## config.mk

```make
export PLATFORM = sky130hd
export DESIGN_NAME = shuffle_top
export DESIGN_NICKNAME = d
export VERILOG_FILES = /design/src/shuffle_pkg.sv /design/src/cluster_handshake.sv /design/src/shuffle_permute.sv /design/src/shuffle_pipe.sv /design/src/shuffle_top.sv /design/src/shuffle_tracker.sv
export SDC_FILE = /design/constraint.sdc
export NUM_CORES = 1
export LEC_CHECK = 0
export BUFFER_PORTS_ARGS = -buffer_cell sky130_fd_sc_hd__buf_2
export CORE_AREA = 2 2 440 442
export CTS_CLUSTER_DIAMETER = 200
export DETAILED_ROUTE_END_ITERATION = 6
export DIE_AREA = 0 0 442 444
export GPL_TIMING_DRIVEN = 0
export PLACE_DENSITY = 0.37
export SLEW_MARGIN = 25
export SYNTH_ARGS = -nofsm -noshare
export SYNTH_HDL_FRONTEND = slang
export SYNTH_HIERARCHICAL = 1
export SYNTH_SLANG_ARGS = --single-unit
```

## constraint.sdc

```tcl
create_clock -name clk_i -period 8.2 [get_ports clk_i]
set_input_delay 0.41 -clock clk_i [delete_from_list [all_inputs] [get_ports clk_i]]
set_output_delay 0.41 -clock clk_i [all_outputs]
set_load 0.02 [all_outputs]
```

## src/shuffle_pkg.sv

```systemverilog
// Shared configuration and beat type for the cluster shuffler, referenced by scoped names
package shuffle_pkg;

  //////////////////////////////////////////////////////////////////////
  // Configuration
  //////////////////////////////////////////////////////////////////////

  // Lanes inside one cluster
  localparam int unsigned NrLanes = 2;

  // Vector clusters fed by the shuffler
  localparam int unsigned NrClusters = 4;

  // Data slice of one cluster in bits
  localparam int unsigned ClusterDataWidth = 64;

  // Full memory beat
  localparam int unsigned TotalDataWidth = NrClusters * ClusterDataWidth;

  // One strobe bit per byte of the beat
  localparam int unsigned TotalStrbWidth = TotalDataWidth / 8;

  // Butterfly stages needed to spread 8-bit elements over the lanes
  localparam int unsigned NumStages = $clog2(ClusterDataWidth / (8 * NrLanes));

  // Requests in flight per direction
  localparam int unsigned NumTrackers = 8;

  // Element width code
  //   0 = 8-bit, 1 = 16-bit, 2 = 32-bit, 3 = 64-bit
  localparam int unsigned VewWidth = 2;

  //////////////////////////////////////////////////////////////////////
  // Beat layout
  //////////////////////////////////////////////////////////////////////

  // The permutation works on the flat word, the clusters see their own slice.
  // Cluster 0 sits in the lowest bits.
  typedef union packed {
    logic [TotalDataWidth-1:0]                   flat;
    logic [NrClusters-1:0][ClusterDataWidth-1:0] cluster;
  } beat_u;

endpackage

```

## src/cluster_handshake.sv

```systemverilog
// Valid/ready glue between the shared pipes and the per-cluster read and write channels
`timescale 1ns/1ps

module cluster_handshake (
  input  logic                               clk_i,
  input  logic                               rst_ni,
  // Read fork
  input  logic                               r_valid_i,
  output logic                               r_ready_o,
  output logic [shuffle_pkg::NrClusters-1:0] cl_r_valid_o,
  input  logic [shuffle_pkg::NrClusters-1:0] cl_r_ready_i,
  // Write join
  input  logic [shuffle_pkg::NrClusters-1:0] cl_w_valid_i,
  output logic [shuffle_pkg::NrClusters-1:0] cl_w_ready_o,
  output logic                               w_valid_o,
  input  logic                               w_ready_i
);

  //////////////////////////////////////////////////////////////////////
  // Read fork
  //////////////////////////////////////////////////////////////////////

  // Clusters that already took the current beat
  logic [shuffle_pkg::NrClusters-1:0] taken_q;
  logic [shuffle_pkg::NrClusters-1:0] r_accept;

  assign cl_r_valid_o = {shuffle_pkg::NrClusters{r_valid_i}} & ~taken_q;
  assign r_accept     = cl_r_valid_o & cl_r_ready_i;

  // Beat is done once every cluster has it, earlier or now
  assign r_ready_o = &(taken_q | r_accept);

  always_ff @(posedge clk_i or negedge rst_ni) begin
    if (!rst_ni) begin
      taken_q <= '0;
    end else if (r_ready_o) begin
      taken_q <= '0;
    end else begin
      taken_q <= taken_q | r_accept;
    end
  end

  //////////////////////////////////////////////////////////////////////
  // Write join
  //////////////////////////////////////////////////////////////////////

  // All slices must be present, then all of them are taken together
  assign w_valid_o    = &cl_w_valid_i;
  assign cl_w_ready_o = {shuffle_pkg::NrClusters{w_valid_o & w_ready_i}};

endmodule

```

## src/shuffle_permute.sv

```systemverilog
// One butterfly permutation stage, reused for read/write data (8-bit units) and strobes (1-bit)
`timescale 1ns/1ps

module shuffle_permute #(
  parameter int unsigned Stage    = 0,
  parameter bit          IsRead   = 1'b1,
  parameter int unsigned UnitBits = 8
) (
  input  logic [shuffle_pkg::TotalStrbWidth*UnitBits-1:0] in_i,
  input  logic                                            enable_i,
  output logic [shuffle_pkg::TotalStrbWidth*UnitBits-1:0] out_o
);

  // Block size doubles with every stage
  localparam int unsigned BlockSize  = (UnitBits * shuffle_pkg::NrLanes) << Stage;
  localparam int unsigned Iterations = shuffle_pkg::TotalStrbWidth * UnitBits / (2 * BlockSize);

  logic [shuffle_pkg::TotalStrbWidth*UnitBits-1:0] permuted;

  for (genvar i = 0; i < Iterations; i++) begin : g_iter
    for (genvar j = 0; j < 2; j++) begin : g_half
      if (IsRead) begin : g_rd
        // Interleave the lower and upper half of the beat
        assign permuted[(i*2+j)*BlockSize +: BlockSize] =
            in_i[(j*Iterations+i)*BlockSize +: BlockSize];
      end else begin : g_wr
        // Inverse, gather even blocks low and odd blocks high
        assign permuted[(j*Iterations+i)*BlockSize +: BlockSize] =
            in_i[(i*2+j)*BlockSize +: BlockSize];
      end
    end
  end

  // Disabled stages leave the beat untouched
  assign out_o = enable_i ? permuted : in_i;

endmodule

```

## src/shuffle_pipe.sv

```systemverilog
// Permutation pipeline for one direction, stages separated by full-rate stream registers
`timescale 1ns/1ps

module shuffle_pipe #(
  parameter bit IsRead = 1'b1
) (
  input  logic                                 clk_i,
  input  logic                                 rst_ni,
  input  logic                                 in_valid_i,
  output logic                                 in_ready_o,
  input  shuffle_pkg::beat_u                   in_data_i,
  input  logic [shuffle_pkg::TotalStrbWidth-1:0] in_strb_i,
  input  logic                                 in_last_i,
  output logic                                 out_valid_o,
  input  logic                                 out_ready_i,
  output shuffle_pkg::beat_u                   out_data_o,
  output logic [shuffle_pkg::TotalStrbWidth-1:0] out_strb_o,
  output logic                                 out_last_o,
  input  logic [shuffle_pkg::NumStages-1:0]    stage_en_i,
  output logic [shuffle_pkg::NumStages-1:0]    stage_done_o
);

  // Per stage: handshake at the stage output, beat before and after permutation
  logic [shuffle_pkg::NumStages-1:0]                                   stg_valid;
  logic [shuffle_pkg::NumStages-1:0]                                   stg_ready;
  logic [shuffle_pkg::NumStages-1:0]                                   stg_last;
  logic [shuffle_pkg::NumStages-1:0][shuffle_pkg::TotalDataWidth-1:0]  stg_data_in;
  logic [shuffle_pkg::NumStages-1:0][shuffle_pkg::TotalDataWidth-1:0]  stg_data_out;
  logic [shuffle_pkg::NumStages-1:0][shuffle_pkg::TotalStrbWidth-1:0]  stg_strb_in;
  logic [shuffle_pkg::NumStages-1:0][shuffle_pkg::TotalStrbWidth-1:0]  stg_strb_out;

  // First stage sits directly on the input
  assign stg_valid[0]   = in_valid_i;
  assign in_ready_o     = stg_ready[0];
  assign stg_data_in[0] = in_data_i.flat;
  assign stg_strb_in[0] = in_strb_i;
  assign stg_last[0]    = in_last_i;

  //////////////////////////////////////////////////////////////////////
  // Stages
  //////////////////////////////////////////////////////////////////////

  for (genvar s = 0; s < shuffle_pkg::NumStages; s++) begin : g_stage
    shuffle_permute #(
      .Stage    (s),
      .IsRead   (IsRead),
      .UnitBits (8)
    ) u_data (
      .in_i     (stg_data_in[s]),
      .enable_i (stage_en_i[s]),
      .out_o    (stg_data_out[s])
    );

    shuffle_permute #(
      .Stage    (s),
      .IsRead   (IsRead),
      .UnitBits (1)
    ) u_strb (
      .in_i     (stg_strb_in[s]),
      .enable_i (stage_en_i[s]),
      .out_o    (stg_strb_out[s])
    );

    // Request boundary seen at this stage
    assign stage_done_o[s] = stg_valid[s] & stg_ready[s] & stg_last[s];
  end

  // Stream register in front of every stage but the first
  for (genvar s = 1; s < shuffle_pkg::NumStages; s++) begin : g_reg
    logic                                valid_q;
    logic                                last_q;
    logic [shuffle_pkg::TotalDataWidth-1:0] data_q;
    logic [shuffle_pkg::TotalStrbWidth-1:0] strb_q;

    // Takes a new beat whenever it is empty or drains in the same cycle
    assign stg_ready[s-1] = ~valid_q | stg_ready[s];

    always_ff @(posedge clk_i or negedge rst_ni) begin
      if (!rst_ni) begin
        valid_q <= 1'b0;
      end else if (stg_ready[s-1]) begin
        valid_q <= stg_valid[s-1];
      end
    end

    always_ff @(posedge clk_i) begin
      if (stg_valid[s-1] && stg_ready[s-1]) begin
        data_q <= stg_data_out[s-1];
        strb_q <= stg_strb_out[s-1];
        last_q <= stg_last[s-1];
      end
    end

    assign stg_valid[s]   = valid_q;
    assign stg_last[s]    = last_q;
    assign stg_data_in[s] = data_q;
    assign stg_strb_in[s] = strb_q;
  end

  // Output taken from the final stage
  assign out_valid_o                     = stg_valid[shuffle_pkg::NumStages-1];
  assign stg_ready[shuffle_pkg::NumStages-1] = out_ready_i;
  assign out_data_o.flat                 = stg_data_out[shuffle_pkg::NumStages-1];
  assign out_strb_o                      = stg_strb_out[shuffle_pkg::NumStages-1];
  assign out_last_o                      = stg_last[shuffle_pkg::NumStages-1];

endmodule

```

## src/shuffle_top.sv

```systemverilog
// Top of the cluster shuffler, between the wide memory port and the vector clusters
`timescale 1ns/1ps

module shuffle_top (
  input  logic                                   clk_i,
  input  logic                                   rst_ni,
  // Read requests
  input  logic                                   ar_valid_i,
  output logic                                   ar_ready_o,
  input  logic [shuffle_pkg::VewWidth-1:0]       ar_vew_i,
  output logic                                   mem_ar_valid_o,
  input  logic                                   mem_ar_ready_i,
  // Write requests
  input  logic                                   aw_valid_i,
  output logic                                   aw_ready_o,
  input  logic [shuffle_pkg::VewWidth-1:0]       aw_vew_i,
  output logic                                   mem_aw_valid_o,
  input  logic                                   mem_aw_ready_i,
  // Read data from memory
  input  logic                                   mem_r_valid_i,
  output logic                                   mem_r_ready_o,
  input  shuffle_pkg::beat_u                     mem_r_data_i,
  input  logic                                   mem_r_last_i,
  // Read data to the clusters
  output logic [shuffle_pkg::NrClusters-1:0]     cl_r_valid_o,
  input  logic [shuffle_pkg::NrClusters-1:0]     cl_r_ready_i,
  output shuffle_pkg::beat_u                     cl_r_data_o,
  output logic                                   cl_r_last_o,
  // Write data from the clusters
  input  logic [shuffle_pkg::NrClusters-1:0]     cl_w_valid_i,
  output logic [shuffle_pkg::NrClusters-1:0]     cl_w_ready_o,
  input  shuffle_pkg::beat_u                     cl_w_data_i,
  input  logic [shuffle_pkg::TotalStrbWidth-1:0] cl_w_strb_i,
  input  logic                                   cl_w_last_i,
  // Write data to memory
  output logic                                   mem_w_valid_o,
  input  logic                                   mem_w_ready_i,
  output shuffle_pkg::beat_u                     mem_w_data_o,
  output logic [shuffle_pkg::TotalStrbWidth-1:0] mem_w_strb_o,
  output logic                                   mem_w_last_o
);

  logic                              rd_full;
  logic                              wr_full;
  logic [shuffle_pkg::NumStages-1:0] rd_stage_en;
  logic [shuffle_pkg::NumStages-1:0] rd_stage_done;
  logic [shuffle_pkg::NumStages-1:0] wr_stage_en;
  logic [shuffle_pkg::NumStages-1:0] wr_stage_done;
  logic                              rd_out_valid;
  logic                              rd_out_ready;
  logic                              wr_in_valid;
  logic                              wr_in_ready;

  //////////////////////////////////////////////////////////////////////
  // Request handshakes
  //////////////////////////////////////////////////////////////////////

  // Requests go straight to memory, acceptance waits for a free tracker entry
  assign ar_ready_o     = mem_ar_ready_i & ~rd_full;
  assign mem_ar_valid_o = ar_valid_i;
  assign aw_ready_o     = mem_aw_ready_i & ~wr_full;
  assign mem_aw_valid_o = aw_valid_i;

  shuffle_tracker u_rd_tracker (
    .clk_i        (clk_i),
    .rst_ni       (rst_ni),
    .acc_i        (ar_valid_i & ar_ready_o),
    .acc_vew_i    (ar_vew_i),
    .stage_done_i (rd_stage_done),
    .stage_en_o   (rd_stage_en),
    .full_o       (rd_full)
  );

  shuffle_tracker u_wr_tracker (
    .clk_i        (clk_i),
    .rst_ni       (rst_ni),
    .acc_i        (aw_valid_i & aw_ready_o),
    .acc_vew_i    (aw_vew_i),
    .stage_done_i (wr_stage_done),
    .stage_en_o   (wr_stage_en),
    .full_o       (wr_full)
  );

  //////////////////////////////////////////////////////////////////////
  // Data paths
  //////////////////////////////////////////////////////////////////////

  // Read beats carry no strobe
  shuffle_pipe #(
    .IsRead (1'b1)
  ) u_rd_pipe (
    .clk_i        (clk_i),
    .rst_ni       (rst_ni),
    .in_valid_i   (mem_r_valid_i),
    .in_ready_o   (mem_r_ready_o),
    .in_data_i    (mem_r_data_i),
    .in_strb_i    ('0),
    .in_last_i    (mem_r_last_i),
    .out_valid_o  (rd_out_valid),
    .out_ready_i  (rd_out_ready),
    .out_data_o   (cl_r_data_o),
    .out_strb_o   (),
    .out_last_o   (cl_r_last_o),
    .stage_en_i   (rd_stage_en),
    .stage_done_o (rd_stage_done)
  );

  shuffle_pipe #(
    .IsRead (1'b0)
  ) u_wr_pipe (
    .clk_i        (clk_i),
    .rst_ni       (rst_ni),
    .in_valid_i   (wr_in_valid),
    .in_ready_o   (wr_in_ready),
    .in_data_i    (cl_w_data_i),
    .in_strb_i    (cl_w_strb_i),
    .in_last_i    (cl_w_last_i),
    .out_valid_o  (mem_w_valid_o),
    .out_ready_i  (mem_w_ready_i),
    .out_data_o   (mem_w_data_o),
    .out_strb_o   (mem_w_strb_o),
    .out_last_o   (mem_w_last_o),
    .stage_en_i   (wr_stage_en),
    .stage_done_o (wr_stage_done)
  );

  cluster_handshake u_cluster_handshake (
    .clk_i        (clk_i),
    .rst_ni       (rst_ni),
    .r_valid_i    (rd_out_valid),
    .r_ready_o    (rd_out_ready),
    .cl_r_valid_o (cl_r_valid_o),
    .cl_r_ready_i (cl_r_ready_i),
    .cl_w_valid_i (cl_w_valid_i),
    .cl_w_ready_o (cl_w_ready_o),
    .w_valid_o    (wr_in_valid),
    .w_ready_i    (wr_in_ready)
  );

endmodule

```

## src/shuffle_tracker.sv

```systemverilog
// Request ring for one direction, hands each permutation stage the enables of its current request
`timescale 1ns/1ps

module shuffle_tracker (
  input  logic                                 clk_i,
  input  logic                                 rst_ni,
  input  logic                                 acc_i,
  input  logic [shuffle_pkg::VewWidth-1:0]     acc_vew_i,
  input  logic [shuffle_pkg::NumStages-1:0]    stage_done_i,
  output logic [shuffle_pkg::NumStages-1:0]    stage_en_o,
  output logic                                 full_o
);

  localparam int unsigned PtrWidth = $clog2(shuffle_pkg::NumTrackers);

  logic [shuffle_pkg::NumTrackers-1:0][shuffle_pkg::NumStages-1:0] mask_q;
  logic [PtrWidth-1:0]                                              acc_ptr_q;
  logic [shuffle_pkg::NumStages-1:0][PtrWidth-1:0]                  issue_ptr_q;
  logic [PtrWidth:0]                                                cnt_q;
  logic [shuffle_pkg::NumStages-1:0]                                acc_mask;

  // A stage is active when its index reaches the width code
  always_comb begin
    for (int s = 0; s < shuffle_pkg::NumStages; s++) begin
      acc_mask[s] = (s >= acc_vew_i);
    end
  end

  //////////////////////////////////////////////////////////////////////
  // Accept side
  //////////////////////////////////////////////////////////////////////

  // Pointers wrap on their own, the ring depth is a power of two
  always_ff @(posedge clk_i or negedge rst_ni) begin
    if (!rst_ni) begin
      mask_q    <= '0;
      acc_ptr_q <= '0;
    end else if (acc_i) begin
      mask_q[acc_ptr_q] <= acc_mask;
      acc_ptr_q         <= acc_ptr_q + 1'b1;
    end
  end

  //////////////////////////////////////////////////////////////////////
  // Issue side
  //////////////////////////////////////////////////////////////////////

  // Each stage moves on once the last beat of its request has left it
  always_ff @(posedge clk_i or negedge rst_ni) begin
    if (!rst_ni) begin
      issue_ptr_q <= '0;
    end else begin
      for (int s = 0; s < shuffle_pkg::NumStages; s++) begin
        if (stage_done_i[s]) begin
          issue_ptr_q[s] <= issue_ptr_q[s] + 1'b1;
        end
      end
    end
  end

  for (genvar s = 0; s < shuffle_pkg::NumStages; s++) begin : g_en
    assign stage_en_o[s] = mask_q[issue_ptr_q[s]][s];
  end

  // Entry is free again when the final stage is done with it
  always_ff @(posedge clk_i or negedge rst_ni) begin
    if (!rst_ni) begin
      cnt_q <= '0;
    end else begin
      cnt_q <= cnt_q + {{PtrWidth{1'b0}}, acc_i}
                     - {{PtrWidth{1'b0}}, stage_done_i[shuffle_pkg::NumStages-1]};
    end
  end

  assign full_o = (cnt_q == shuffle_pkg::NumTrackers);

endmodule

```

==> flow_summary_export.csv <==
group,metric,value,unit
global_route,grt_pass1_vias,26100,
pwr,power,24.0,mW
pwr,leakagePower,21.4,nW
worst_setup_path,worst-path-max-fanout,10,
layout,finalNetCount,4410,
routing,wire_per_inst,26.4,um
layout,mostFrequentLayoutCell,"buf_2",
timing,hold_viol_final,0,
timing,relSlewSlack,58.1,%
yosys,syn-cell-area,0.0336,sq mm
pwr,ir_drop,235,uV
layout,drive_gt1_share,62.3,%
timing,rsz0062_at_grt,"no",
routing,route.detailed.drc,0,
yosys,syn_nets,2575,
layout,multi_input_area,0.0128,sq mm
layout,layout_common_cells,"buf_2, dlygate4sd3_1, mux2_2",
die,start_util,17.5,%
worst_setup_path,crit_type,"reg -> out",
timing,setup_violations,0,
routing,drt_first_pass_iters,5,
placement,io_buffer_count,1055,
die,rows,161,
timing,max_freq,280,MHz
worst_setup_path,startpoint,"u_wr_tracker/issue_ptr_q[3]",
placement,dpl_cell_area,0.0424,sq mm
placement,hpwl,138,mm
clocking,clkSinkCount,610,
global_route,grt_max_degree,49,
timing,worstMarginPinSlew,0.629,ns
worst_setup_path,r2r_slack,5.13,ns
clocking,cts_resized,0,
worst_setup_path,slowest_delay,0.60,ns
die,die_x,442,um
clocking,clock-root-buffer,"clkbuf_16",
worst_setup_path,worstPathArrival,3.16,ns
worst_setup_path,cp_data_required_time,7.79,ns
routing,postRouteAntennaNets,0,
timing,drv_slew,0,
routing,drt_iter0_drc,1558,
worst_setup_path,crit_end,"mem_w_data_o[74]",
die,dieArea,0.196,sq mm
worst_setup_path,reg2reg_depth,8,
job,cap_viol_max_count,0,
die,io_pins,1126,
placement,gp_congestion,0.877,
layout,seq_area,0.0180,sq mm
clocking,cts_tree,"done",
worst_setup_path,r2r-end,"u_rd_pipe/g_reg[1].data_q[231]",
die,die_h,444,um
timing,worst_slack,4.63,ns
yosys,syn_area_per_cell,16.9,sq um
global_route,grtUsageTotal,16.7,%
worst_setup_path,critPathSlowestCell,"mux4_1",
clocking,clk_latency,0.74,ns
pwr,power_density,462,mW/mm^2
routing,vias_per_cell,3.83,
global_route,grt_pass1_wl,226,mm
layout,n_fill_cell,20100,
min_path,hold_path_class,"in -> reg",
yosys,yosys_warnings,6,
worst_setup_path,cp-end-kind,"output pin",
die,core_area,0.192,sq mm
worst_setup_path,path_cells,"mux4_1, mux2_2, buf_6, buf_6, mux2_2, buf_2",
worst_setup_path,startpoint_type,"flop",
status,status,"finished clean",
global_route,antenna_found_initial,80,
global_route,overflow,0,
worst_setup_path,r2r-start,"u_rd_pipe/out_valid_o",
layout,areaGrowthSynthToFinish,54.8,%
clocking,numCtsBuffers,86,
placement,place_ws,5.16,ns
clocking,cts_buffer_depth,3,
yosys,syn_inst,1991,
routing,finalWirelength,170,mm
clocking,h-tree-depth,3,
timing,post-route-period-util,43.5,%
timing,final.min_clock_period,3.57,ns
clocking,clk_pin_slew_worst_paths,0.06,ns
layout,final_cell_area,0.0520,sq mm
routing,vias,24700,
timing,clock_skew,0.0626,ns
layer usage:
layer  share of wire (%)  vias to the layer above  wire length (um)  GRT usage, %
met2                  48                      908             81200          27.9
met1                  41                    12500             69800          20.0
li1                    -                    11100                 -             -
met5               0.080                        -               137             0
met4                 3.5                       22              6030          6.14
met3                 7.7                      264             13100          5.41
how the worst min path moves through the flow:
stage / startpoint / to / slack (ns) / depth (start not counted)
final: mem_r_data_i[238] / u_rd_pipe/g_reg[1].data_q[222] / 0.08 / 2
after global routing: mem_r_data_i[190] / u_rd_pipe/g_reg[1].data_q[126] / 0.04 / 2
after CTS: mem_r_data_i[235] / u_rd_pipe/g_reg[1].data_q[219] / 0.001 / 2
after detailed placement: rst_ni / u_wr_tracker/cnt_q[3] / 0.36 / 1
after global placement: u_rd_tracker/mask_q[15] / u_rd_tracker/mask_q[15] / 0.45 / 2
after floorplan: rst_ni / u_cluster_handshake/taken_q[0] / 0.11 / 0
flip-flops by register name, summed over array words and instances (netlist names):
name and count:
u_cluster_handshake/taken_q 4, u_rd_tracker/acc_ptr_q 3, u_rd_tracker/issue_ptr_q 6, u_wr_tracker/mask_q 16, u_wr_pipe/out_last_o 1, u_rd_tracker/mask_q 16
u_wr_tracker/acc_ptr_q 3, u_rd_pipe/out_last_o 1, u_rd_pipe/out_valid_o 1, u_wr_tracker/cnt_q 4, u_wr_pipe/g.data_q 256, u_rd_pipe/g.data_q 256
u_wr_pipe/g.strb_q 32, u_wr_pipe/out_valid_o 1, u_wr_tracker/issue_ptr_q 6, u_rd_tracker/cnt_q 4
area by class of cell:
class | instances | share of cell area [%]
Sequential cell | 610 | 34.6
Multi-Input combinational cell | 1043 | 24.7
Timing Repair Buffer | 1747 | 23.9
Tap cell | 2526 | 6.08
Buffer | 316 | 5.14
Clock buffer | 111 | 4.44
Clock inverter | 48 | 0.859
Inverter | 22 | 0.159
Antenna cell | 29 | 0.140
through the flow:
stage               util [%]  instances  setup TNS [ns]  hold WS, ns
floorplan                  -       1991               0        0.114
detailed placement      22.1       5586               0        0.361
finish                  27.1       6452               0       0.0785
CTS                     27.1       6423               0      0.00120
global placement        21.9       5572        -2194.20        0.454
global route            27.1       6443               0       0.0377
report_power, final:
group / switching, mW / leakage, nW / internal (mW)
Sequential: 0.310 / 5.79 / 4.44
Combinational: 8.64 / 14.2 / 6.89
Clock: 1.61 / 1.35 / 2.13
critical path, delay by kind of cell, from the launching register on:
family | cells | cell delay, ns
muxes | 3 | 1.37
buffers and inverters | 3 | 0.64
DFF | 1 | 0.44
repair_timing:
item / CTS / global route
hold endpoints to repair: 596 / 0
hold buffers: 678 / 0
buffers inserted: 0 / 0
(Power assumes the default switching activity.)
